**config.mk**
```make
export PLATFORM = sky130hd
export DESIGN_NAME = stream_fifo
export DESIGN_NICKNAME = d
export VERILOG_FILES = /design/src/design/stream_fifo.sv
export SDC_FILE = /design/constraint.sdc
export NUM_CORES = 1
export LEC_CHECK = 0
export BUFFER_PORTS_ARGS = -buffer_cell sky130_fd_sc_hd__buf_2
export CAP_MARGIN = 20
export CORE_UTILIZATION = 30
export CTS_CLUSTER_DIAMETER = 100
export DETAILED_ROUTE_END_ITERATION = 16
export GPL_ROUTABILITY_DRIVEN = 0
export PLACE_DENSITY = 0.5
export SYNTH_ARGS = -nofsm -noshare
export SYNTH_HDL_FRONTEND = slang
export SYNTH_SLANG_ARGS = --single-unit
```
**constraint.sdc**
```tcl
create_clock -name clk -period 11 [get_ports clk]
set_input_delay 2.2 -clock clk [delete_from_list [all_inputs] [get_ports clk]]
set_output_delay 2.2 -clock clk [all_outputs]
set_load 0.005 [all_outputs]
```
**src/design/stream_fifo.sv**
```systemverilog
`timescale 1ns/1ps

module stream_fifo #(
    parameter int  DEPTH     = 16,
    parameter type payload_t = logic [63:0]
) (
    input  logic     clk,
    input  logic     i_rst,
    input  logic     i_push,
    input  logic     i_pop,
    input  payload_t i_din,
    output payload_t o_dout,
    output logic     o_full,
    output logic     o_empty
);

    localparam int PTR_W = (DEPTH > 1) ? $clog2(DEPTH) : 1;
    localparam int CNT_W = $clog2(DEPTH + 1);

    payload_t         mem [DEPTH];
    logic [PTR_W-1:0] wr_ptr;
    logic [PTR_W-1:0] rd_ptr;
    logic [CNT_W-1:0] count;    // occupancy
    logic             do_push;
    logic             do_pop;

    // pointer step with wrap, DEPTH need not be a power of two
    function automatic logic [PTR_W-1:0] next_ptr(input logic [PTR_W-1:0] p);
        return (p == PTR_W'(DEPTH - 1)) ? '0 : p + 1'b1;
    endfunction

    assign do_push = i_push && !o_full;   // push on full dropped
    assign do_pop  = i_pop && !o_empty;   // pop on empty dropped

    assign o_full  = (count == CNT_W'(DEPTH));
    assign o_empty = (count == '0);
    assign o_dout  = mem[rd_ptr];         // oldest entry

    always_ff @(posedge clk) begin
        if (do_push) begin
            mem[wr_ptr] <= i_din;
        end
    end

    always_ff @(posedge clk) begin
        if (i_rst) begin
            wr_ptr <= '0;
            rd_ptr <= '0;
            count  <= '0;
        end else begin
            if (do_push) begin
                wr_ptr <= next_ptr(wr_ptr);
            end
            if (do_pop) begin
                rd_ptr <= next_ptr(rd_ptr);
            end
            case ({do_push, do_pop})
                2'b10:   count <= count + 1'b1;
                2'b01:   count <= count - 1'b1;
                default: count <= count;  // both or neither
            endcase
        end
    end

endmodule

```
* Word-level counts from Yosys, hierarchy flattened
Memory sizes are Yosys's and may differ from the RTL's. A register that Yosys moved wholly into a read port is not among the register bits. Cells that the tools add are included.
Word-level totals: flip-flop bits (word level) 13, RAM bits 1024, bits of input ports 68, output and inout bits 66, logic and storage cells 26, memories kept 1
Memories:
- mem | depth 16, bits a word 64, read ports 1, clocked after Yosys merged registers in 1, wr ports 1, RTL line 20 | payload_t mem [DEPTH];
Cells by class: $add $sub $neg 4, eq/ne operators 5, mux-type cells 7, reduce and logical (&&, ||, !) cells 6
Operators by type and width (count):
- two-way mux 4 bit | 4
- case mux 5 bit (2 select lines) | 1
- adder 4 x 1 -> 4 bit (second input constant) | 2
- == test 4 bit (second input constant) | 2
- adder 5 x 1 -> 5 bit (second input constant) | 1
- == test 5 bit (second input constant) | 1
- zero test 5 bit | 1
- subtractor 5 x 1 -> 5 bit (second input constant) | 1
- == test 2 x 1 -> 1 bit (second input constant) | 1
- == test 2 bit (second input constant) | 1
- logical AND 1 bit | 2
- zero test 1 bit | 2
- two-way mux 1 bit | 2
- nonzero test 2 bit | 1

* Logic depth before layout (Yosys ltp)
depth after elaboration 5, gate-level depth with buffers 13

* Worst setup path before layout
Ideal clock, no wire load.
path type input to register, from input port i_push, to memory mem[0][0] (netlist name) (enable), setup time 0.667 ns, arrival 9.029 ns, data required time 10.333 ns, slack 1.304 ns, stages on the path 3, cells stage by stage o21ai_2 > buf_4 > nor4b_1
Between the ends: cells in the longest elaborated chain, start to end 3
Ends and longest elaborated chain:
- start: declaration | RTL line 9 | input logic i_push,
- logical AND 1 bit | RTL line 32 | assign do_push = i_push && !o_full;
- two-way mux 1 bit | RTL line 40 | if (do_push) begin
- two-way mux 1 bit (implied by the code) | RTL line 41 | mem[wr_ptr] <= i_din;
- end: declaration | RTL line 20
No other way between the ends.

==> results.py <==
metrics = {
    "detailed_routing": {
        "ant_nets": 0,
        "drt_iter0_drc": 1419,
        "vias": 17000,
        "drt-total-wl_um": 94300,
        "drc": 0,
        "first_pass_iters": 5,
        "wl_per_cell_um": 26.4,
        "vias_per_cell": 4.77,
    },
    "sta": {
        "maxSlewHeadroom_pct": 22.3,
        "worst_slack_ns": 4.51,
        "period_minus_slack_ns": 6.49,
        "hold_violations": 0,
        "worst_pin_slew_ns": 1.17,
        "finalClockSkew_ns": 0.0194,
        "slew_viol_final": 0,
        "max_freq_ghz": 0.154,
        "setup_viol": 0,
        "rsz0062_at_grt": "false",
        "finalCritPeriodShare_pct": 59.0,
        "fin_setup_tns_ns": 0,
    },
    "global_routing": {
        "use_met2_pct": 25.7,
        "antenna_found_initial": 22,
        "grt_usage_pct": 14.3,
        "grt_max_degree": 158,
        "met1_usage_pct": 17.3,
        "busiest_layer": "met2",
        "grt_pass1_wl_um": 134000,
        "grt_overflow_total": 0,
        "grt_pass1_vias": 18500,
        "use_met3_pct": 2.40,
    },
    "worst_setup_path": {
        "r2r_slack_ns": 7.54,
        "cp-end-kind": "primary output",
        "cp.required_ns": 8.80,
        "r2r-end": "count[4]$_SDFFE_PP0P_",
        "worstPathMaxFanout": 44,
        "rr_worst_depth": 9,
        "path_class": "reg2out",
        "worstPathArrival_ns": 4.29,
        "r2r-start": "count[1]$_SDFFE_PP0P_",
        "startpoint_type": "register",
    },
    "power_and_ir_drop": {
        "ir_drop_mv": 0.113,
        "powerDensity_nw_per_um2": 212,
        "power.total_mw": 9.67,
        "seqPwrFrac_pct": 46.8,
        "p_leak_nw": 13.8,
        "combinationalPowerShare_pct": 16.2,
        "sw_frac_of_total_pct": 24.4,
        "pwr-share-clk_pct": 36.9,
        "p_sw_mw": 2.36,
        "p_int_mw": 7.31,
    },
    "clocking": {
        "ctsResizeCount": 0,
        "tritoncts": "done",
        "cts_setup_buffers": 0,
        "clock_path_buffers": 3,
        "hold_buffers": 0,
        "clock-sinks": 1041,
        "insertion_delay_ns": 0.71,
        "cts_root_buf": "clkbuf_16",
        "cts_made_buffers": 109,
        "htreeDepth": 3,
        "clk_pin_slew_ns": 0.06,
    },
    "job": {
        "drv_cap": 0,
    },
    "placement": {
        "pre_cts_ws_ns": 5.11,
        "port_buffers": 133,
        "hpwl_um": 47200,
    },
    "worst_hold_path": {
        "hold_path_startpoint": "wr_ptr[0]$_SDFFE_PP0P_",
        "hold_depth": 2,
        "hp-class": "reg2reg",
        "hold_path_end": "wr_ptr[0]$_SDFFE_PP0P_",
    },
    "layout": {
        "drive_above_1_share_pct": 35.4,
        "nets": 1807,
        "syn_to_final_growth_pct": 15.4,
        "fin_util_pct": 35.1,
        "antenna_cells": 0,
        "nFillCells": 12100,
    },
    "floorplanning": {
        "rows": 132,
        "die-area_sq_um": 133000,
        "num_io_pins": 134,
        "die_w_um": 365,
        "die_h_um": 365,
        "core_area_sq_um": 130000,
        "initial_core_util_pct": 30.4,
    },
    "logic_synthesis": {
        "synthesis.nets": 1610,
        "avgSynthCellArea_sq_um": 25.8,
        "yosysTopAreaCellShare_pct": 77.7,
        "ys_seq_elements": 1041,
        "yosys_warnings": 0,
        "yosysTopAreaCell": "edfxtp_1",
        "ys_top_cells_by_area": "edfxtp_1 (78%), mux4_2 (17%), mux4_1 (1.6%), dfxtp_1 (0.86%), buf_6 (0.51%)",
        "yosysSeqAreaShare_pct": 78.6,
        "ys_types": 37,
        "netlist_area_sq_um": 39600,
        "syn_inst": 1534,
    },
    "run_status": {
        "status": "finished, final reports clean",
    },
}
==> cells in the final DEF, fill, tap and decap left out, drive strengths merged, types with 2 or more instances in the layout <==
cell and instances:
nor4b 5, clkinvlp 7, ha 8, clkbuf 135, bufinv 8, clkinv 45
o211ai 2, mux2i 3, o21ai 9, a311o 2, buf 165, mux2 2
nor2 12, nor2b 3, edfxtp 1024, a21oi 9, xor2 5, mux4 320
nand2 4, and2 13, inv 14, dfxtp 17
==> stage by stage <==
step	std cells	cell area [sq um]	hold slack [ns]
detailed placement	3362	42200	0.523
global route	3566	45700	0.559
finish	3566	45700	0.533
CTS	3566	45700	0.531
floorplan	1534	39600	0.472
global placement	3362	42200	0.505
==> worst max-delay path: stages (launching register included) <==
cell	delay, ns
dfxtp_4	0.74
buf_4	0.78
buf_4	0.63
mux4_1	0.63
mux4_2	0.53
buf_2	0.16
==> logic make-up after synthesis <==
logic type	share of synthesized area [%]
simple gates	0.655
compound gates	0.417
mux	18.6
xor+xnor	0.111
fa+ha+maj	0.253
buf+inv	1.41
flops	78.6
==> synth_stat cells <==
cell      number
mux2_2         2
nand3_1        1
nor4b_1        5
buf_12         5
buf_4          6
or3b_2         1
and3b_1        1
xor2_1         5
a21o_1         1
or3_1          1
mux4_2       296
a31oi_1        1
mux2i_1        3
nand3b_1       1
o211ai_1       2
o2111a_1       1
mux4_1        24
nor2_1        12
o21ai_2        2
buf_6         18
nor2b_1        3
clkbuf_1      37
buf_2          3
or4_1          1
o21ai_0        7
and2_1        13
edfxtp_1    1024
inv_1          5
nor3_1         1
dfxtp_1       17
buf_1         10
ha_1           8
nand2_1        4
a311o_1        2
o31ai_1        1
and3_1         1
a21oi_1        9
==> area by class of cell <==
| type | count | area [sq um] | share of cell area [%] |
|---|---|---|---|
| Inverter | 5 | 18.8 | 0.0411 |
| Multi-Input combinational cell | 409 | 7970 | 17.5 |
| Clock buffer | 135 | 2830 | 6.19 |
| Timing Repair Buffer | 165 | 918 | 2.01 |
| Clock inverter | 69 | 638 | 1.40 |
| Sequential cell | 1041 | 31100 | 68.1 |
| Tap cell | 1742 | 2180 | 4.77 |
==> per-layer routing <==
| layer | wire length, um | up-vias |
|---|---|---|
| met5 | 78 | - |
| met4 | 2380 | 12 |
| met3 | 3980 | 176 |
| met2 | 50100 | 370 |
| met1 | 37700 | 9322 |
| li1 | - | 7128 |
==> power groups by stage <==
stage | Combinational (mW) | Sequential [mW] | Clock [mW]
after CTS | 1.63 | 4.53 | 3.67
after floorplan | 1.24 | 4.58 | 0
final | 1.57 | 4.53 | 3.57
after detailed placement | 1.63 | 4.62 | 0
after global routing | 1.70 | 4.54 | 3.81
after global placement | 1.61 | 4.61 | 0
==> state kept, by name (all words and copies together) (netlist names), named ones only <==
name and cells:
count 5, rd_ptr 4, wr_ptr 4, mem 1024
==> how the worst max path moves through the flow <==
stage              from                   to  slack, ns  cells past startpoint
3_3_place_gp   register           o_dout[28]       5.12                      5
6_report       register           o_dout[28]       4.51                      5
3_5_place_dp   register           o_dout[28]       5.11                      5
2_1_floorplan    i_push  mem[0][0]$_DFFE_PP_       1.30                      3
4_1_cts        register           o_dout[28]       4.31                      5
5_1_grt        register           o_dout[28]       4.14                      5
Power figures use the tool's default switching activity.
