## src/design/vdp_pkg.sv

```systemverilog
package vdp_pkg;

    // one lane of a vector beat
    localparam int LANE_W = 16;

    // unsigned lane value, products keep the low LANE_W bits
    typedef logic [LANE_W-1:0] lane_t;

    // instruction opcodes
    // the immediate field is read differently per opcode:
    //   VOP_PASS  imm unused
    //   VOP_VMUL  imm = iteration count, 1 .. VRF_DEPTH
    //   VOP_VMV   imm = value broadcast to every lane of entry idx
    typedef enum logic [1:0] {
        VOP_PASS = 2'd0,  // forward beats unchanged
        VOP_VMUL = 2'd1,  // multiply by entry[pointer]
        VOP_VMV  = 2'd2   // write one coefficient entry
    } vop_e;

    // instruction field widths

    // register index, sized for a VRF_DEPTH of 4
    localparam int IDX_W = 2;

    // column select, one code past NUM_COL of 3 is left unused
    // and is acked without a write
    localparam int COL_W = 2;

endpackage

```

## src/design/coef_regfile.sv

```systemverilog
`timescale 1ns/1ps

module coef_regfile #(
    parameter int SIMD_DEGREE = 4,
    parameter int VRF_DEPTH   = 4
) (
    input  logic                             clk,
    input  logic                             i_rst,
    input  logic                             i_we,
    input  vdp_pkg::vop_e                    i_op,
    input  logic [vdp_pkg::IDX_W-1:0]        i_idx,
    input  vdp_pkg::lane_t                   i_imm,
    input  logic                             i_accept,
    output vdp_pkg::lane_t [SIMD_DEGREE-1:0] o_coef
);

    import vdp_pkg::*;

    localparam int PTR_W = (VRF_DEPTH > 1) ? $clog2(VRF_DEPTH) : 1;

    typedef lane_t [SIMD_DEGREE-1:0] vec_t;

    vec_t             vrf [VRF_DEPTH];  // coefficient entries
    logic             mul_mode;         // 0 = pass, 1 = multiply
    logic [PTR_W-1:0] rd_ptr;           // auto-increment read pointer
    logic [PTR_W-1:0] last_ptr;         // iteration count - 1
    logic [PTR_W-1:0] wr_idx;
    vec_t             ones;
    vec_t             bcast;

    assign wr_idx = PTR_W'(i_idx);

    always_comb begin
        for (int l = 0; l < SIMD_DEGREE; l++) begin
            ones[l]  = lane_t'(1);   // pass mode multiplies by one
            bcast[l] = i_imm;        // vmv immediate on every lane
        end
    end

    always_ff @(posedge clk) begin
        if (i_rst) begin
            mul_mode <= 1'b0;
            rd_ptr   <= '0;
            last_ptr <= '0;
            for (int e = 0; e < VRF_DEPTH; e++) begin
                vrf[e] <= '0;
            end
        end else if (i_we) begin
            case (i_op)
                VOP_VMV: begin
                    if (int'(i_idx) < VRF_DEPTH) begin
                        vrf[wr_idx] <= bcast;
                    end
                end
                VOP_VMUL: begin
                    mul_mode <= 1'b1;
                    rd_ptr   <= '0;                           // restart the cycle
                    last_ptr <= PTR_W'(i_imm - lane_t'(1));   // imm in 1 .. VRF_DEPTH
                end
                default: begin
                    // VOP_PASS
                    mul_mode <= 1'b0;
                    rd_ptr   <= '0;
                end
            endcase
        end else if (i_accept && mul_mode) begin
            // one step per beat taken by the stage
            rd_ptr <= (rd_ptr == last_ptr) ? '0 : rd_ptr + 1'b1;
        end
    end

    assign o_coef = mul_mode ? vrf[rd_ptr] : ones;

endmodule

```

## config.mk

```make
export PLATFORM = sky130hd
export DESIGN_NAME = coef_regfile
export DESIGN_NICKNAME = d
export VERILOG_FILES = /design/src/design/vdp_pkg.sv /design/src/design/coef_regfile.sv
export SDC_FILE = /design/constraint.sdc
export NUM_CORES = 1
export LEC_CHECK = 0
export BUFFER_PORTS_ARGS = -buffer_cell sky130_fd_sc_hd__buf_2
export CORE_MARGIN = 5
export CORE_UTILIZATION = 48
export DETAILED_ROUTE_END_ITERATION = 7
export PLACE_DENSITY = 0.73
export RECOVER_POWER = 100
export SYNTH_ARGS = -nofsm -noshare
export SYNTH_HDL_FRONTEND = slang
export SYNTH_SLANG_ARGS = --single-unit
```

## constraint.sdc

```tcl
create_clock -name clk -period 1.6 [get_ports clk]
set_input_delay 0.16 -clock clk [delete_from_list [all_inputs] [get_ports clk]]
set_output_delay 0.16 -clock clk [all_outputs]
set_load 0.05 [all_outputs]
```

-- Word level (Yosys, flattened, before mapping)
Memories as Yosys holds them, arrays and structs flattened. A register that Yosys moved wholly into a read port is not among the register bits.
Index checks and enable logic that the tools add are counted.
- memory bits (writable): 256
- memories kept: 1
- flip-flop bits (word level): 5
- output and inout port bits: 64
- memories (name ; words ; width ; rd ports ; clocked after memory_dff ; write ports ; line ; text):
    vrf ; 4 ; 64 ; 1 ; 1 ; 4 ; coef_regfile.sv:23 ; vec_t vrf [VRF_DEPTH];
- add/subtract/negate cells: 2
- mux-type cells: 17
- reductions and logical operators: 6
- bitwise gates (word level): 1
- eq/ne operators: 4
- operators by type and width (cell ; count):
    two-way mux 64 bit ; 2
    OR reduction 64 bit ; 1
    two-way mux 2 bit ; 7
    two-way mux 1 bit ; 7
    AND reduction 2 bit ; 3
    adder 2 x 1 -> 2 bit, second input constant ; 1
    equality test 2 x 1 -> 1 bit, second input constant ; 1
    equality test 2 bit ; 1
    equality test 2 bit, second input constant ; 1
    inequality test 2 bit, second input constant ; 1
    case mux 1 bit (2 select lines) ; 1
    nonzero test 2 bit ; 1
    subtractor 2 x 1 -> 2 bit, second input constant ; 1
    logical AND 1 bit ; 1
    inverter 1 bit ; 1

-- Logic depth before layout (Yosys ltp)
Gate-level depths: netlist of the first run.
- depth after elaboration: 7
- depth in mapped cells: 5
- depth with buffers taken out: 3

-- Worst setup path after synthesis of the first run
OpenSTA, ideal clock, no wires.
- path type: register to output
- start point: register with a tool-made name
- end point: output o_coef[17] (netlist name)
- data required time: 1.440 ns
- cell stages (with the launch flop): 6
- arrival: 1.965 ns
- buffers on the path: 3
- setup slack: -0.525 ns
- cell sequence: dfxtp_1 > buf_2 > buf_2 > mux4_2 > and2_1 > buf_4
- RTL lines (what ; line ; text):
    end: declaration ; coef_regfile.sv:14 ; output vdp_pkg::lane_t [SIMD_DEGREE-1:0] o_coef

==> results of run 1 <==
==> stage by stage <==
step	TNS, ps	area [sq um]
after detailed placement	-2.153	3918
after global routing	-22010	4543
after floorplan	-1683	3714
final	-17160	4543
after global placement	0	3918
after CTS	-18940	4503
==> state kept, by name, indices dropped and copies added (netlist names), named ones only <==
register / cells
vrf: 64
last_ptr: 2
rd_ptr: 2
mul_mode: 1
==> routing by layer <==
metal | global-route usage | part of all wire | vias to the layer above
met3 | 0.04222 | 0.053 | 6
met4 | 0.06043 | 0.010 | 0
met5 | 0 | 0 | -
li1 | - | - | 969
met1 | 0.2081 | 0.40 | 1011
met2 | 0.2904 | 0.54 | 67
==> cell families after synthesis <==
kind of cell / Yosys count
simple gates: 94
flops: 71
buf+inv: 61
mux: 18
compound gates: 10
xor+xnor: 3
==> area by class of cell <==
type	instances	area [sq um]	share of cell area
inverters	3	11.26	0.002479
multi-input cells	125	1122	0.2470
flip-flops and latches	71	2066	0.4547
well taps	99	123.9	0.02727
repair buffers	102	984.7	0.2167
clock buffers	9	123.9	0.02727
clock inverters	7	111.4	0.02451
==> report_power, final <==
part | internal [mW] | total, mW | leakage, nW | switching (mW)
registers | 2.12 | 2.15 | 0.669 | 0.0299
logic | 0.173 | 0.458 | 0.979 | 0.285
clock network | 1.02 | 1.69 | 0.117 | 0.666
==> cells in the final DEF, fill, tap and decap left out, drive strengths merged, types with 2 or more instances in the layout <==
cell type,netlist,final
buf,54,94
and2,80,80
edfxtp,64,64
clkbuf,4,17
mux4,16,16
dfxtp,7,7
inv,3,3
o2111ai,3,3
bufinv,0,3
or2,3,3
clkinv,0,3
and3b,2,2
nor2b,2,2
xor2,2,2
nand3b,2,2
o211ai,2,2
a21oi,2,2
mux2i,2,2
nor2,2,2
==> worst max-delay path, delay by kind of cell (launching register included) <==
family / cells / cell delay [ps]
AND/OR/NAND/NOR: 1 / 210
flip-flops: 1 / 390
multiplexers: 1 / 520
buffers and inverters: 2 / 290
==> how the worst max path moves through the flow <==
stage                 end  slack, ps  depth (start not counted)
4_1_cts        o_coef[30]       -320                          4
3_5_place_dp   o_coef[62]         -1                          4
3_3_place_gp   o_coef[46]         30                          4
5_1_grt        o_coef[14]       -370                          4
6_report       o_coef[14]       -310                          4
2_1_floorplan  o_coef[17]        -70                          5
==> cells in the mapped netlist, types with 2 or more instances <==
master     instances
mux2i_1            2
edfxtp_1          64
inv_1              3
and3b_1            2
o2111ai_1          3
buf_2              6
a21oi_1            2
or2_2              3
dfxtp_1            7
xor2_1             2
nand3b_1           2
clkbuf_1           4
buf_4             48
o211ai_1           2
nor2_1             2
and2_1            80
mux4_2            16
nor2b_1            2
==> timing repair <==
action,in CTS,in global routing
endpoints found under the setup margin,64,64
buffers inserted,0,0
gates resized for setup,114,30
cloned,0,0
pin swaps,0,0
==> out/qor.yml, run 1 <==
floorplan:
  ios: 88
  core_sq_um: 7253
  die_y_um: 96.21
  die_width_um: 96.21
  start_util: 0.4918
  rows: 31
  die_area_sq_um: 9255
synthesis:
  synthCells: 257
  synth_xor_area_frac: 0.007366
  synthFlopType: "edfxtp_1"
  syn_area_per_cell_sq_um: 13.88
  yosysWarnings: 0
  synth_area_leaders: "edfxtp_1 (54%), and2_1 (14%), buf_4 (10%)"
  ys_types: 25
  synth-adder-area-share: 0
  syn_nets: 281
  synth-simple-area-share: 0.1708
  synth-edff-count: 64
  ys_async_sr_fraction: 0
  muxShareOfSynthArea: 0.1066
  synth.ff_latch_count: 71
  yosysTopAreaCell: "edfxtp_1"
  synth_compound_area_frac: 0.02034
  ys_seq_area_frac: 0.5780
  synth_top_area_frac: 0.5388
  syn_area_sq_um: 3567
  synth_top_family_by_area: "simple AND/OR/NAND/NOR gates"
sta:
  maxSlewViolCount: 0
  maxSlewHeadroom: 0.4795
  fin_ws_ps: -308.9
  whs_ps: 127.3
  finalHoldViolations: 0
  worst_pin_slew_ps: 780.8
  min_period_ps: 1909
  skew_ps: 3.546
  setup_violations: 64
  min_period_over_period: 1.193
  grt_setup_unrepaired: "yes"
  fmax_ghz: 0.5239
placement:
  gp_congestion: 0.7085
  dp_hpwl_um: 4728
  dp_slack_ps: -1.029
  placed_cells: 400
  port_buffers: 87
setup_path:
  slowest_stage: "mux4_2"
  worstSetupPathType: "flop to primary output"
  arrival_ps: 1750
  r2r_start: "rd_ptr[1]$_SDFFE_PP0N_"
  required_ps: 1440
  ff2ff_path_depth: 3
  critical_path.max_fanout: 5
  cp_slowest_stage_delay_ps: 520
  reg2reg_slack_ps: 500
  path_cells: "buf_8 -> mux4_2 -> and2_4 -> buf_6"
  critPathLaunchType: "flop"
  endpoint_kind: "primary output"
grt:
  grt_max_degree: 17
  grt_pass1_vias: 2104
  grt_pass1_wl_um: 11230
  grt_overflow: 0
  globalRouteTotalUtil: 0.1698
  antenna_found_initial: 0
pwr:
  p_total_mw: 4.296
  powerDensity_nw_per_um2: 945.6
  power_leakage_nw: 1.764
  irDropWorstVdd_uv: 556.9
routing:
  postRouteAntennaNets: 0
  wl_um: 7350
  drtIter0Drc: 91
  post-route-drc-count: 0
  drtPass1Iterations: 4
  post_drt_via_cell_ratio: 4.935
  vias: 2053
  wl_per_cell_um: 17.67
clocking:
  h-tree-depth: 3
  cts_buffer_depth: 2
  worstSkewPairLatency_ps: 340
  cts_tree: "yes"
  cts-buffers-inserted: 9
  clkSinkCount: 71
  root_buffer: "clkbuf_8"
  hold_buffers: 0
  path_clk_slew_ps: 80
cells_and_area:
  stdcell_count: 416
  finalCoreUtilization: 0.6264
  n_fill_cell: 546
  area_delta_synth_final_pct: 27.36
  antennaDiodeCount: 0
  drive_gt1_frac: 0.4669
  nets: 336
worst_hold_path:
  hold_depth: 2
  min_to: "vrf[3][52]$_DFFE_PP_"
  min_from: "i_imm[4]"
  min_path_type: "input pin to flop"
run:
  cap_violations: 0
status:
  status: "complete, but fails checks"
  violations: "negative setup slack"
(Power assumes the default switching activity.)
==> run 2: changes to the inputs <==
--- a/config.mk
+++ b/config.mk
@@ -11,6 +11,7 @@
 export DETAILED_ROUTE_END_ITERATION = 7
 export PLACE_DENSITY = 0.73
 export RECOVER_POWER = 100
+export SETUP_SLACK_MARGIN = 0.5
 export SYNTH_ARGS = -nofsm -noshare
 export SYNTH_HDL_FRONTEND = slang
 export SYNTH_SLANG_ARGS = --single-unit
==> out/qor.yml, run 2 (synthesis results as in run 1) <==
worst_hold_path:
  min_path_type: "input pin to flop"
grt:
  globalRouteTotalUtil: 0.1694
  antenna_found_initial: 0
  grt_pass1_wl_um: 11270
  grt_pass1_vias: 2140
  grt_max_degree: 17
  grt_overflow: 0
clocking:
  clkSinkCount: 71
  h-tree-depth: 3
  path_clk_slew_ps: 70
  root_buffer: "clkbuf_8"
  cts_tree: "yes"
  worstSkewPairLatency_ps: 330
  hold_buffers: 0
  cts_buffer_depth: 2
  cts-buffers-inserted: 9
routing:
  post_drt_via_cell_ratio: 5.050
  postRouteAntennaNets: 0
  vias: 2101
  wl_per_cell_um: 18.50
  wl_um: 7694
  drtPass1Iterations: 4
  drtIter0Drc: 157
  post-route-drc-count: 0
pwr:
  combPwrFrac: 0.109
  p_total_mw: 4.253
  irDropWorstVdd_uv: 584.6
  switching_share: 0.2214
  clockPowerShare: 0.385
  sequentialPowerShare: 0.505
  powerDensity_nw_per_um2: 929.6
  p_int_mw: 3.312
  p_sw_mw: 0.9418
  power_leakage_nw: 1.757
floorplan:
  die_width_um: 96.21
  start_util: 0.4918
  die_y_um: 96.21
  rows: 31
  ios: 88
  core_sq_um: 7253
  die_area_sq_um: 9255
setup_path:
  worstSetupPathType: "flop to primary output"
  reg2reg_slack_ps: 290
  crit_cells: 4
  regToRegEndpoint: "rd_ptr[1]$_SDFFE_PP0N_"
  critical_path.max_fanout: 6
  endpoint_kind: "primary output"
  path_cells: "clkbuf_16 -> mux4_2 -> and2_4 -> buf_6"
  r2r_start: "mul_mode$_SDFFE_PP0P_"
  slowest_stage: "mux4_2"
  critPathLaunchType: "flop"
  worstSetupEndpoint: "o_coef[41]"
  ff2ff_path_depth: 4
  required_ps: 1440
  cp_num_buf_inv: 2
  crit_family: "multiplexers"
  cp_slowest_stage_delay_ps: 500
  arrival_ps: 1740
sta:
  maxSlewHeadroom: 0.4421
  min_period_ps: 1902
  worst_pin_slew_ps: 836.9
  min_period_over_period: 1.189
  grt_setup_unrepaired: "yes"
  setup_violations: 64
  fmax_ghz: 0.5257
  maxSlewViolCount: 0
  whs_ps: 139.2
  finalHoldViolations: 0
  skew_ps: 5.648
  fin_ws_ps: -302.3
placement:
  dp_hpwl_um: 4716
  gp_congestion: 0.7179
  placed_cells: 397
  port_buffers: 87
status:
  violations: "negative setup slack"
  status: "complete, but fails checks"
cells_and_area:
  mostFrequentLayoutCell: "edfxtp_1"
  area_delta_synth_final_pct: 28.27
  top_register: "vrf"
  seq_area_sq_um: 2066
  final_cell_mix: "edfxtp_1 (64), buf_6 (51), and2_0 (32), and2_1 (32), buf_2 (22)"
  drive_gt1_frac: 0.4700
  multi_input_area_sq_um: 1142
  largest_register_ffs: 64
  stdcell_count: 416
  nets: 337
  top_regs: "vrf x64, last_ptr x2, rd_ptr x2"
  n_fill_cell: 535
  antennaDiodeCount: 0
run:
  cap_violations: 0
==> run 2: what timing repair did <==
item                       4_1_cts  5_1_grt
setup buffers                    2        0
setup endpoints to repair       83       80
cloned                           0        2
gates resized for setup        110       43
pin swaps                        6       15
==> run 2: worst register-to-register path, stage by stage (launching register included) <==
cell and delay, ps:
dfxtp_1 450, clkbuf_1 330, nand3b_1 150, o211ai_1 120, a31oi_1 130
==> run 2: area by class of cell <==
| type | count | area share |
|---|---|---|
| Sequential cell | 71 | 0.4515 |
| Inverter | 3 | 0.002461 |
| Clock buffer | 10 | 0.02789 |
| Tap cell | 99 | 0.02707 |
| Multi-Input combinational cell | 125 | 0.2497 |
| Timing Repair Buffer | 103 | 0.2201 |
| Clock inverter | 5 | 0.02133 |
==> run 2: how the worst min path moves through the flow <==
stage,to,startpoint,cells after the start
2_1_floorplan,mul_mode$_SDFFE_PP0P_,i_rst,2
3_3_place_gp,vrf[3][60]$_DFFE_PP_,i_imm[12],2
3_5_place_dp,vrf[0][60]$_SDFFCE_PN0P_,i_imm[12],2
4_1_cts,vrf[0][60]$_SDFFCE_PN0P_,i_imm[12],2
5_1_grt,vrf[3][51]$_DFFE_PP_,i_imm[3],2
6_report,vrf[3][52]$_DFFE_PP_,i_imm[4],2
==> run 2: through the flow <==
step	cell area [sq um]	TNS [ps]	setup slack (ps)	utilization
CTS	4496	-18840	-346.4	0.6198
detailed placement	3894	0	5.288	0.5368
finish	4576	-17750	-302.3	0.6308
floorplan	3954	-1139	-41.46	-
global route	4576	-20580	-345.9	0.6308
global placement	3894	0	33.76	0.5368
==> run 2: layer usage <==
| layer | up-vias | wire length, um | global-route usage |
|---|---|---|---|
| li1 | 973 | - | - |
| met1 | 1037 | 3101 | 0.1933 |
| met2 | 80 | 3977 | 0.3048 |
| met3 | 11 | 485 | 0.03362 |
| met4 | 0 | 130 | 0.07464 |
| met5 | - | 0 | 0 |
==> run 2: power by group through the flow <==
stage                     logic [mW]  registers, mW  clock network, mW
final                          0.465           2.15               1.64
after global placement         0.402           2.18                  0
after floorplan                0.359           2.18                  0
after global routing           0.490           2.16               1.74
after detailed placement       0.407           2.19                  0
after CTS                      0.470           2.15               1.65
