`src/design/vdp_pkg.sv`:
```
package vdp_pkg;

    // one lane of a vector beat
    localparam int LANE_W = 16;

    // unsigned lane value, products keep the low LANE_W bits
    typedef logic [LANE_W-1:0] lane_t;

    // instruction opcodes
    // the immediate field is read differently per opcode:
    //   VOP_PASS  imm unused
    //   VOP_VMUL  imm = iteration count, 1 .. VRF_DEPTH
    //   VOP_VMV   imm = value broadcast to every lane of entry idx
    typedef enum logic [1:0] {
        VOP_PASS = 2'd0,  // forward beats unchanged
        VOP_VMUL = 2'd1,  // multiply by entry[pointer]
        VOP_VMV  = 2'd2   // write one coefficient entry
    } vop_e;

    // instruction field widths

    // register index, sized for a VRF_DEPTH of 4
    localparam int IDX_W = 2;

    // column select, one code past NUM_COL of 3 is left unused
    // and is acked without a write
    localparam int COL_W = 2;

endpackage

```
`src/design/vec_pe.sv`:
```
`timescale 1ns/1ps

module vec_pe #(
    parameter int SIMD_DEGREE = 4
) (
    input  logic                             clk,
    input  logic                             i_rst,
    // upstream side
    input  logic                             i_valid,
    output logic                             o_ready,
    input  vdp_pkg::lane_t [SIMD_DEGREE-1:0] i_data,
    // coefficient of this column
    input  vdp_pkg::lane_t [SIMD_DEGREE-1:0] i_coef,
    output logic                             o_accept,
    // downstream side
    output logic                             o_valid,
    input  logic                             i_ready,
    output vdp_pkg::lane_t [SIMD_DEGREE-1:0] o_data
);

    import vdp_pkg::*;

    lane_t [SIMD_DEGREE-1:0] prod;

    // take a beat when empty or when the held beat leaves this cycle
    assign o_ready  = !o_valid || i_ready;
    assign o_accept = i_valid && o_ready;

    // lane-wise product, low LANE_W bits kept
    always_comb begin
        for (int l = 0; l < SIMD_DEGREE; l++) begin
            prod[l] = i_data[l] * i_coef[l];
        end
    end

    always_ff @(posedge clk) begin
        if (i_rst) begin
            o_valid <= 1'b0;
        end else if (o_accept) begin
            o_valid <= 1'b1;
        end else if (i_ready) begin
            o_valid <= 1'b0;   // drained, nothing new
        end
    end

    always_ff @(posedge clk) begin
        if (o_accept) begin
            o_data <= prod;
        end
    end

endmodule

```
`config.mk`:
```
export PLATFORM = sky130hd
export DESIGN_NAME = vec_pe
export DESIGN_NICKNAME = d
export VERILOG_FILES = /design/src/design/vdp_pkg.sv /design/src/design/vec_pe.sv
export SDC_FILE = /design/constraint.sdc
export NUM_CORES = 1
export LEC_CHECK = 0
export ABC_AREA = 1
export BUFFER_PORTS_ARGS = -buffer_cell sky130_fd_sc_hd__buf_2
export CORE_MARGIN = 2
export CORE_UTILIZATION = 47
export DETAILED_ROUTE_END_ITERATION = 7
export GPL_TIMING_DRIVEN = 1
export PLACE_DENSITY = 0.75
export RECOVER_POWER = 25
export SETUP_SLACK_MARGIN = 0.05
export SYNTH_ARGS = -nofsm -noshare
export SYNTH_HDL_FRONTEND = slang
export SYNTH_SLANG_ARGS = --single-unit
```
`constraint.sdc`:
```
create_clock -name clk -period 7 [get_ports clk]
set_clock_uncertainty 0.15 [all_clocks]
set_input_delay 0.7 -clock clk [delete_from_list [all_inputs] [get_ports clk]]
set_output_delay 0.7 -clock clk [all_outputs]
set_load 0.05 [all_outputs]
```
# --- Word-level counts from Yosys, hierarchy flattened ---
# Cells that the tools add are included.
op_classes:
  n_mul: 4
  muxes: 2
  reduce_logical: 4
op_table:
  columns: ["op", "n"]
  rows:
  - ["$mul 16x16->16", 4]
  - ["$mux 1", 2]
  - ["$reduce_bool 2->1", 1]
  - ["$logic_and 1x1->1", 1]
  - ["$logic_not 1->1", 1]
  - ["$logic_or 1x1->1", 1]
totals:
  inputBits: 132
  out_inout_bits: 67
  elab_cells: 15
  regBits: 65

# --- Logic depth before layout (Yosys ltp) ---
# Gate-level depths: netlist (run 1).
depth:
  ltp_word: 4
  ltp_mapped: 29
  ltp_nobuf: 27

# --- Least setup slack after synthesis (run 1) ---
# No wires, ideal clock.
synth_path:
  path_type: "input-to-reg"
  start: "input port i_coef[33] (netlist name)"
  end: "register o_data[47] (netlist name) (data pin)"
  path_buffers: 2
  setup_ps: 252
  arrival_ps: 5324
  path_stages: 21
  setup_slack_ps: 1274
  required_ps: 6598
  path_cell_list: "buf_2 > clkbuf_1 > nand2_1 > fa_1 > fa_1 > inv_1 > fa_1 > fa_1 > fa_1 > inv_1 > fa_1 > inv_1 > ha_1 > nand2_1 > nor2_1 > nand3_1 > o2111ai_1 > xor2_1 > inv_1 > nand2_1 > nand2_1"
synth_lines:
  columns: ["element", "line", "text"]
  rows:
  - ["from (decl)", "vec_pe.sv:13", "input vdp_pkg::lane_t [SIMD_DEGREE-1:0] i_coef,"]
  - ["to (signal assigned)", "vec_pe.sv:48", "o_data <= prod;"]
  - ["to (decl)", "vec_pe.sv:18", "output vdp_pkg::lane_t [SIMD_DEGREE-1:0] o_data"]

==> results of run 1 <==
==> power breakdown <==
part | internal [uW] | leakage (uW) | switching, uW
clock | 250 | 0.000135 | 191
sequential | 885 | 0.000631 | 53.2
combinational | 2580 | 0.0122 | 4350
==> critical path, cell delays in order <==
cell	delay, ns
buf_2	0.30
nand2_1	0.14
fa_1	0.53
fa_1	0.54
inv_1	0.06
fa_1	0.51
inv_1	0.06
fa_1	0.54
inv_1	0.05
fa_1	0.49
inv_1	0.05
fa_1	0.47
inv_1	0.04
ha_1	0.37
nand2_1	0.07
nor3_1	0.24
nand3_1	0.17
nand4_1	0.13
xor2_1	0.07
==> final timing paths <==
path                         from                   end  slack (ns)  cells after the start
max                    i_coef[17]  o_data[30]$_DFFE_PP_        1.43                     19
min                         i_rst  o_valid$_SDFFE_PP0P_        0.35                      2
max reg2reg  o_valid$_SDFFE_PP0P_  o_data[38]$_DFFE_PP_        5.22                      2
min reg2reg  o_valid$_SDFFE_PP0P_  o_valid$_SDFFE_PP0P_        0.38                      2
==> stage by stage <==
stage / area, um2 / worst slack, ns / hold WS (ns) / power (uW) / utilization (%)
2_1_floorplan: 19180 / 1.274 / 0.6191 / 6344 / -
3_3_place_gp: 20430 / 1.139 / 0.3662 / 7688 / 50.38
3_5_place_dp: 20430 / 1.035 / 0.3808 / 7914 / 50.38
4_1_cts: 20710 / 1.434 / 0.3327 / 8407 / 51.08
5_1_grt: 20660 / 1.117 / 0.3473 / 9408 / 50.94
6_report: 20660 / 1.428 / 0.3521 / 8305 / 50.94
==> metal layers <==
metal	vias to the layer above	share of wire, %	global-route usage, %
met5	-	0	0
met4	0	2.7	6.837
met3	93	6.7	2.964
met2	535	50	40.03
met1	7724	41	28.14
li1	7633	-	-
==> cell type report <==
class                      instances  share of cell area (%)
sequential                        65                   9.400
clock inverter                     6                  0.2059
clock buffer                      10                   1.157
tap                              532                   3.222
inverter                         817                   14.84
multi-input combinational       1632                   66.60
timing repair buffer             199                   4.567
==> state kept, by name (all words and copies together), names as in the netlist <==
name	flops
o_valid	1
o_data	64
==> logic make-up after synthesis <==
family,synth area share [%]
adder cells (fa/ha/maj),46.18
flip-flops,10.12
buffers and inverters,18.20
AO/OA/AOI/OAI,2.205
XOR/XNOR,3.098
AND/OR/NAND/NOR,20.19
==> layout by cell type (no fill, tap or decap), types with 41 or more instances in the layout <==
cell type	synthesis	routed
nand2_1	828	828
a21oi_1	48	47
buf_2	21	154
edfxtp_1	64	64
fa_1	320	320
nand3_1	82	82
inv_1	816	816
xor2_1	41	41
clkbuf_1	50	44
ha_1	196	196
==> results.md, run 1 <==
| Result | Value | Unit |
| --- | --- | --- |
| Vertical extent of the die | 206.0 | um |
| Setup Buffers After CTS | 0 | - |
| Number of buffers created by CTS | 9 | - |
| I/O pin total | 199 | - |
| Layout cell share with drive strength beyond 1 | 6.852 | % |
| Sequential cell area | 1942 | um2 |
| Unrepaired setup endpoints after global routing | no | - |
| Category of the worst setup path launch point | input port | - |
| Number of resized instances in the post-cts repair step | 0 | - |
| Number of enable flip-flop cells after synthesis | 64 | - |
| Worst IR Drop VDD | 0.3239 | mV |
| Vias per cell | 4.902 | - |
| Fraction of the yosys area taken by sequential cells | 10.12 | % |
| Root Buffer Master | clkbuf_16 | - |
| Count of nets left with antenna violations after detail routing | 0 | - |
| Synth Instances | 2603 | - |
| Top cells by instance count after synthesis | nand2_1, inv_1, fa_1, ha_1, nand3_1 | - |
| Routed len/inst | 13.98 | um |
| Max Cap Violations | 0 | - |
| Total of hold buffers inserted after clock tree synthesis | 0 | - |
| Row count | 74 | - |
| Max-slew headroom | 37.96 | % |
| Total clock sinks | 65 | - |
| Max frequency | 179.5 | MHz |
| Crit Path Max Fanout | 16 | - |
| Final critical path time including I/O delays and setup | 5.572 | ns |
| Core Footprint | 40550 | um2 |
| Clock latency reported for the late side of the worst-skew pair | 0.35 | ns |
| Area used by multi-input combinational logic | 13760 | um2 |
| Overall track demand over capacity in global routing | 22.41 | % |
| CP Capture Type | register | - |
| DIE AREA | 42440 | um2 |
| H-tree lvl count | 3 | - |
| Global placement routability congestion | 0.9111 | - |
| Cell area power density | 402.0 | nW/um2 |
| First DRT Iteration DRCs | 996 | - |
| Result of the run | complete, no violations | - |
| Die extent in x | 206.0 | um |
| Detailed-route via count | 15985 | - |
| HP Class | in -> reg | - |
| Slew of the pin with the lowest slew margin | 0.9305 | ns |
| Main flop type after synthesis | edfxtp_1 | - |
| Share of the clock period used by the worst path after layout | 79.59 | % |
| Port Buffers | 198 | - |
| Cell area after synthesis | 19180 | um2 |
| Yosys reg bits | 65 | - |
| Number of standard cells in the final layout excluding fillers | 3261 | - |
| # diodes | 0 | - |
| Share of the synthesized area in the top cell type | 33.40 | % |
| Antenna violations before repair | 0 | - |
| Buffers from clock root to sink, at most | 2 | - |
| Vias in the first global route | 16511 | - |
| First-pass GRT wire length | 76370 | um |
| Drc violations | 0 | - |
| Final nets | 3372 | - |
| Overall routed net length | 45590 | um |
| Pin count of the biggest net entering global routing | 65 | - |
| Final number of setup-violating endpoints | 0 | - |
| Synth Area per Inst | 7.369 | um2 |
| Post-Place Cells | 3245 | - |
| Leakage power | 0.01293 | uW |
| Fill cells | 3937 | - |
| CTS clk-pin slew, worst paths | 0.07 | ns |
| Area overhead of the layout relative to synthesis | 7.704 | % |
| Synth Warn # | 0 | - |
| Initial standard-cell utilization of the core | 47.30 | % |
| Share of flip-flops with an asynchronous set or reset | 0 | % |
| Largest cells by area after synthesis | fa_1, nand2_1, inv_1 | - |
| Half-perimeter wire length after placement | 37540 | um |
| Leading area contributor after synthesis | fa_1 | - |
| Synth unique cells | 40 | - |
| Number of endpoints with negative hold slack in the final report | 0 | - |
| Clock tree from TritonCTS | built | - |
| GRT Residual Overflow | 0 | - |
| CP Data Required Time | 6.97 | ns |
| Synth Net Count | 3251 | - |
| Max Slew Vio Count | 0 | - |
| Most used standard cell by instance count after synthesis | nand2_1 | - |
| Critical Path AT | 5.54 | ns |
| DRT Pass-1 Iters | 5 | - |
| Kind of critical path | in -> reg | - |
| Final setup TNS | 0 | ns |
Power figures use the tool's default switching activity.
==> run 2: changes to the inputs <==
==> constraint.sdc (replaced) <==
create_clock -name clk -period 5.75 [get_ports clk]
set_clock_uncertainty 0.15 [all_clocks]
set_input_delay 0.575 -clock clk [delete_from_list [all_inputs] [get_ports clk]]
set_output_delay 0.575 -clock clk [all_outputs]
set_load 0.05 [all_outputs]
==> run 2 against run 1 <==
Compared with the run above: sequential power grew 21%; critical endpoint unchanged; die area stayed put; hold slack worse by 0.12 ns; design area rose by 0.93%; highest routed layer unchanged; flip-flop and latch count unchanged; final cell count up 0.61%; non-clock buffer count up 20.
==> results.md, run 2 (synthesis gave the netlist of run 1 again) <==
| Result | Value | Unit |
| --- | --- | --- |
| Result of the run | complete, no violations | - |
| Vertical extent of the die | 206.0 | um |
| Clock tree from TritonCTS | built | - |
| Overall track demand over capacity in global routing | 22.71 | % |
| Sum of buffers and inverters on the critical path | 6 | - |
| Peak per-stage delay on the critical path | 0.54 | ns |
| Share of the clock period used by the worst path after layout | 94.84 | % |
| DIE AREA | 42440 | um2 |
| Category of the worst setup path launch point | input port | - |
| Top library cells by usage in the layout, fill and taps aside | nand2_1, inv_1, fa_1, ha_1, buf_2 | - |
| Final critical path time including I/O delays and setup | 5.453 | ns |
| Total clock sinks | 65 | - |
| Initial standard-cell utilization of the core | 47.30 | % |
| Placed Instance Area | 20580 | um2 |
| Clock latency reported for the late side of the worst-skew pair | 0.35 | ns |
| Worst IR Drop VDD | 0.3626 | mV |
| Hold WS | 0.2297 | ns |
| Total of hold buffers inserted after clock tree synthesis | 0 | - |
| Die extent in x | 206.0 | um |
| Half-perimeter wire length after placement | 38150 | um |
| Antenna violations before repair | 0 | - |
| Leakage power | 0.01304 | uW |
| Vias per cell | 4.859 | - |
| Max frequency | 183.4 | MHz |
| Routed len/inst | 13.97 | um |
| First-pass GRT wire length | 77520 | um |
| Layout Cell Area excl Fill | 20850 | um2 |
| H-tree lvl count | 3 | - |
| I/O pin total | 199 | - |
| Internal Dissipation | 4726 | uW |
| Crit path top cell by count | fa_1 | - |
| Max Slew Vio Count | 0 | - |
| Max Cap Violations | 0 | - |
| Final number of setup-violating endpoints | 0 | - |
| Clock Power Share | 6.1 | % |
| Layout cell share with drive strength beyond 1 | 7.494 | % |
| Final setup margin | 0.2969 | ns |
| # diodes | 0 | - |
| Row count | 74 | - |
| First DRT Iteration DRCs | 818 | - |
| Slew of the pin with the lowest slew margin | 0.9359 | ns |
| CTS clk-pin slew, worst paths | 0.07 | ns |
| Kind of critical path | in -> reg | - |
| CP Capture Type | register | - |
| Buffers from clock root to sink, at most | 2 | - |
| Switching share of power | 54.51 | % |
| Vias in the first global route | 16736 | - |
| Drc violations | 0 | - |
| Proportion of power drawn by flip-flops and latches | 11.0 | % |
| DRT Pass-1 Iters | 5 | - |
| Largest register by flop count | o_data | - |
| Number of endpoints with negative hold slack in the final report | 0 | - |
| Crit Path Max Fanout | 16 | - |
| Worst slack at placement | -0.09546 | ns |
| HP Class | in -> reg | - |
| Global placement routability congestion | 0.9037 | - |
| Max-slew headroom | 37.61 | % |
| Most frequent standard cell in the layout excluding fill and tap cells | nand2_1 | - |
| Crit-path cells | buf_2 -> nand2_1 -> fa_1 -> fa_1 -> inv_1 -> fa_1 -> inv_1 -> fa_1 -> inv_1 -> fa_1 -> inv_1 -> fa_1 -> inv_1 -> ha_1 -> nand2_1 -> nor3_1 -> nand3_1 -> nand4_1 -> xor2_1 | - |
| Core Footprint | 40550 | um2 |
| Number of flip-flops in the largest register | 64 | - |
| Setup Buffers After CTS | 0 | - |
| GRT Residual Overflow | 0 | - |
| Pin count of the biggest net entering global routing | 65 | - |
| Number of resized instances in the post-cts repair step | 0 | - |
| Final nets | 3392 | - |
| Cell area power density | 498.3 | nW/um2 |
| Root Buffer Master | clkbuf_16 | - |
| CP Data Required Time | 5.72 | ns |
| Relative contribution of combinational cells to total power | 83.0 | % |
| Post-Place Cells | 3265 | - |
| P_sw | 5663 | uW |
| Top flop regs | o_data x64, o_valid x1 | - |
| Number of buffers created by CTS | 9 | - |
| Number of standard cells in the final layout excluding fillers | 3281 | - |
| Overall routed net length | 45820 | um |
| Master of the slowest instance on the critical path | fa_1 | - |
| Port Buffers | 198 | - |
| Critical Path AT | 5.42 | ns |
| Count of nets left with antenna violations after detail routing | 0 | - |
| Area overhead of the layout relative to synthesis | 8.708 | % |
| Top cell family by delay on the critical path | adder cells | - |
| Detailed-route via count | 15943 | - |
| Unrepaired setup endpoints after global routing | no | - |
| Final setup TNS | 0 | ns |
[run 2: cell count changes in the layout (fill, tap and decap cells not counted)]
cell | previous run | this run
inv_6 | 1 | 2
clkbuf_1 | 44 | 45
clkinv_2 | 2 | 0
buf_4 | 1 | 20
clkinvlp_4 | 2 | 1
bufinv_16 | 0 | 2
clkbuf_8 | 1 | 0
clkinv_4 | 1 | 2
[run 2: worst register-to-register path: cells and delay by family (launching register included)]
kind / cells / cell delay (ns)
buffers and inverters: 1 / 0.71
DFF: 1 / 0.34
AOI/OAI and AO/OA: 1 / 0.15
[run 2: through the flow]
stage / power, uW / utilization (%)
3_3_place_gp: 9498 / 50.75
5_1_grt: 11760 / 51.42
4_1_cts: 10500 / 51.56
2_1_floorplan: 7723 / -
3_5_place_dp: 9806 / 50.75
6_report: 10390 / 51.42
[run 2: power by group through the flow]
stage,clock (uW),sequential (uW),combinational (uW)
after floorplan,0,1780,5940
after global placement,0,1150,8350
after detailed placement,0,1150,8660
after CTS,652,1140,8710
after global routing,670,1160,9930
final,631,1140,8620
[run 2: area by class of cell]
type / instances / area, um2
Clock inverter: 7 / 102.6
Fill cell: 3862 / 19700
Inverter: 817 / 3067
Tap cell: 532 / 665.6
Multi-Input combinational cell: 1632 / 13760
Clock buffer: 9 / 225.2
Sequential cell: 65 / 1942
Timing Repair Buffer: 219 / 1090
[run 2: path summary, 6_finish.rpt]
path / startpoint / end / slack (ns) / cells after the start
min: i_rst / o_valid$_SDFFE_PP0P_ / 0.23 / 2
max: i_coef[17] / o_data[30]$_DFFE_PP_ / 0.30 / 19
min reg2reg: o_valid$_SDFFE_PP0P_ / o_valid$_SDFFE_PP0P_ / 0.39 / 2
max reg2reg: o_valid$_SDFFE_PP0P_ / o_data[43]$_DFFE_PP_ / 3.98 / 2
[run 2: layer usage]
| metal | global-route usage (%) | vias up | wire length (um) |
|---|---|---|---|
| met5 | 0 | - | 0 |
| met4 | 6.148 | 0 | 1001 |
| met3 | 3.043 | 88 | 2418 |
| met2 | 40.76 | 456 | 22970 |
| met1 | 28.65 | 7722 | 19440 |
| li1 | - | 7677 | - |
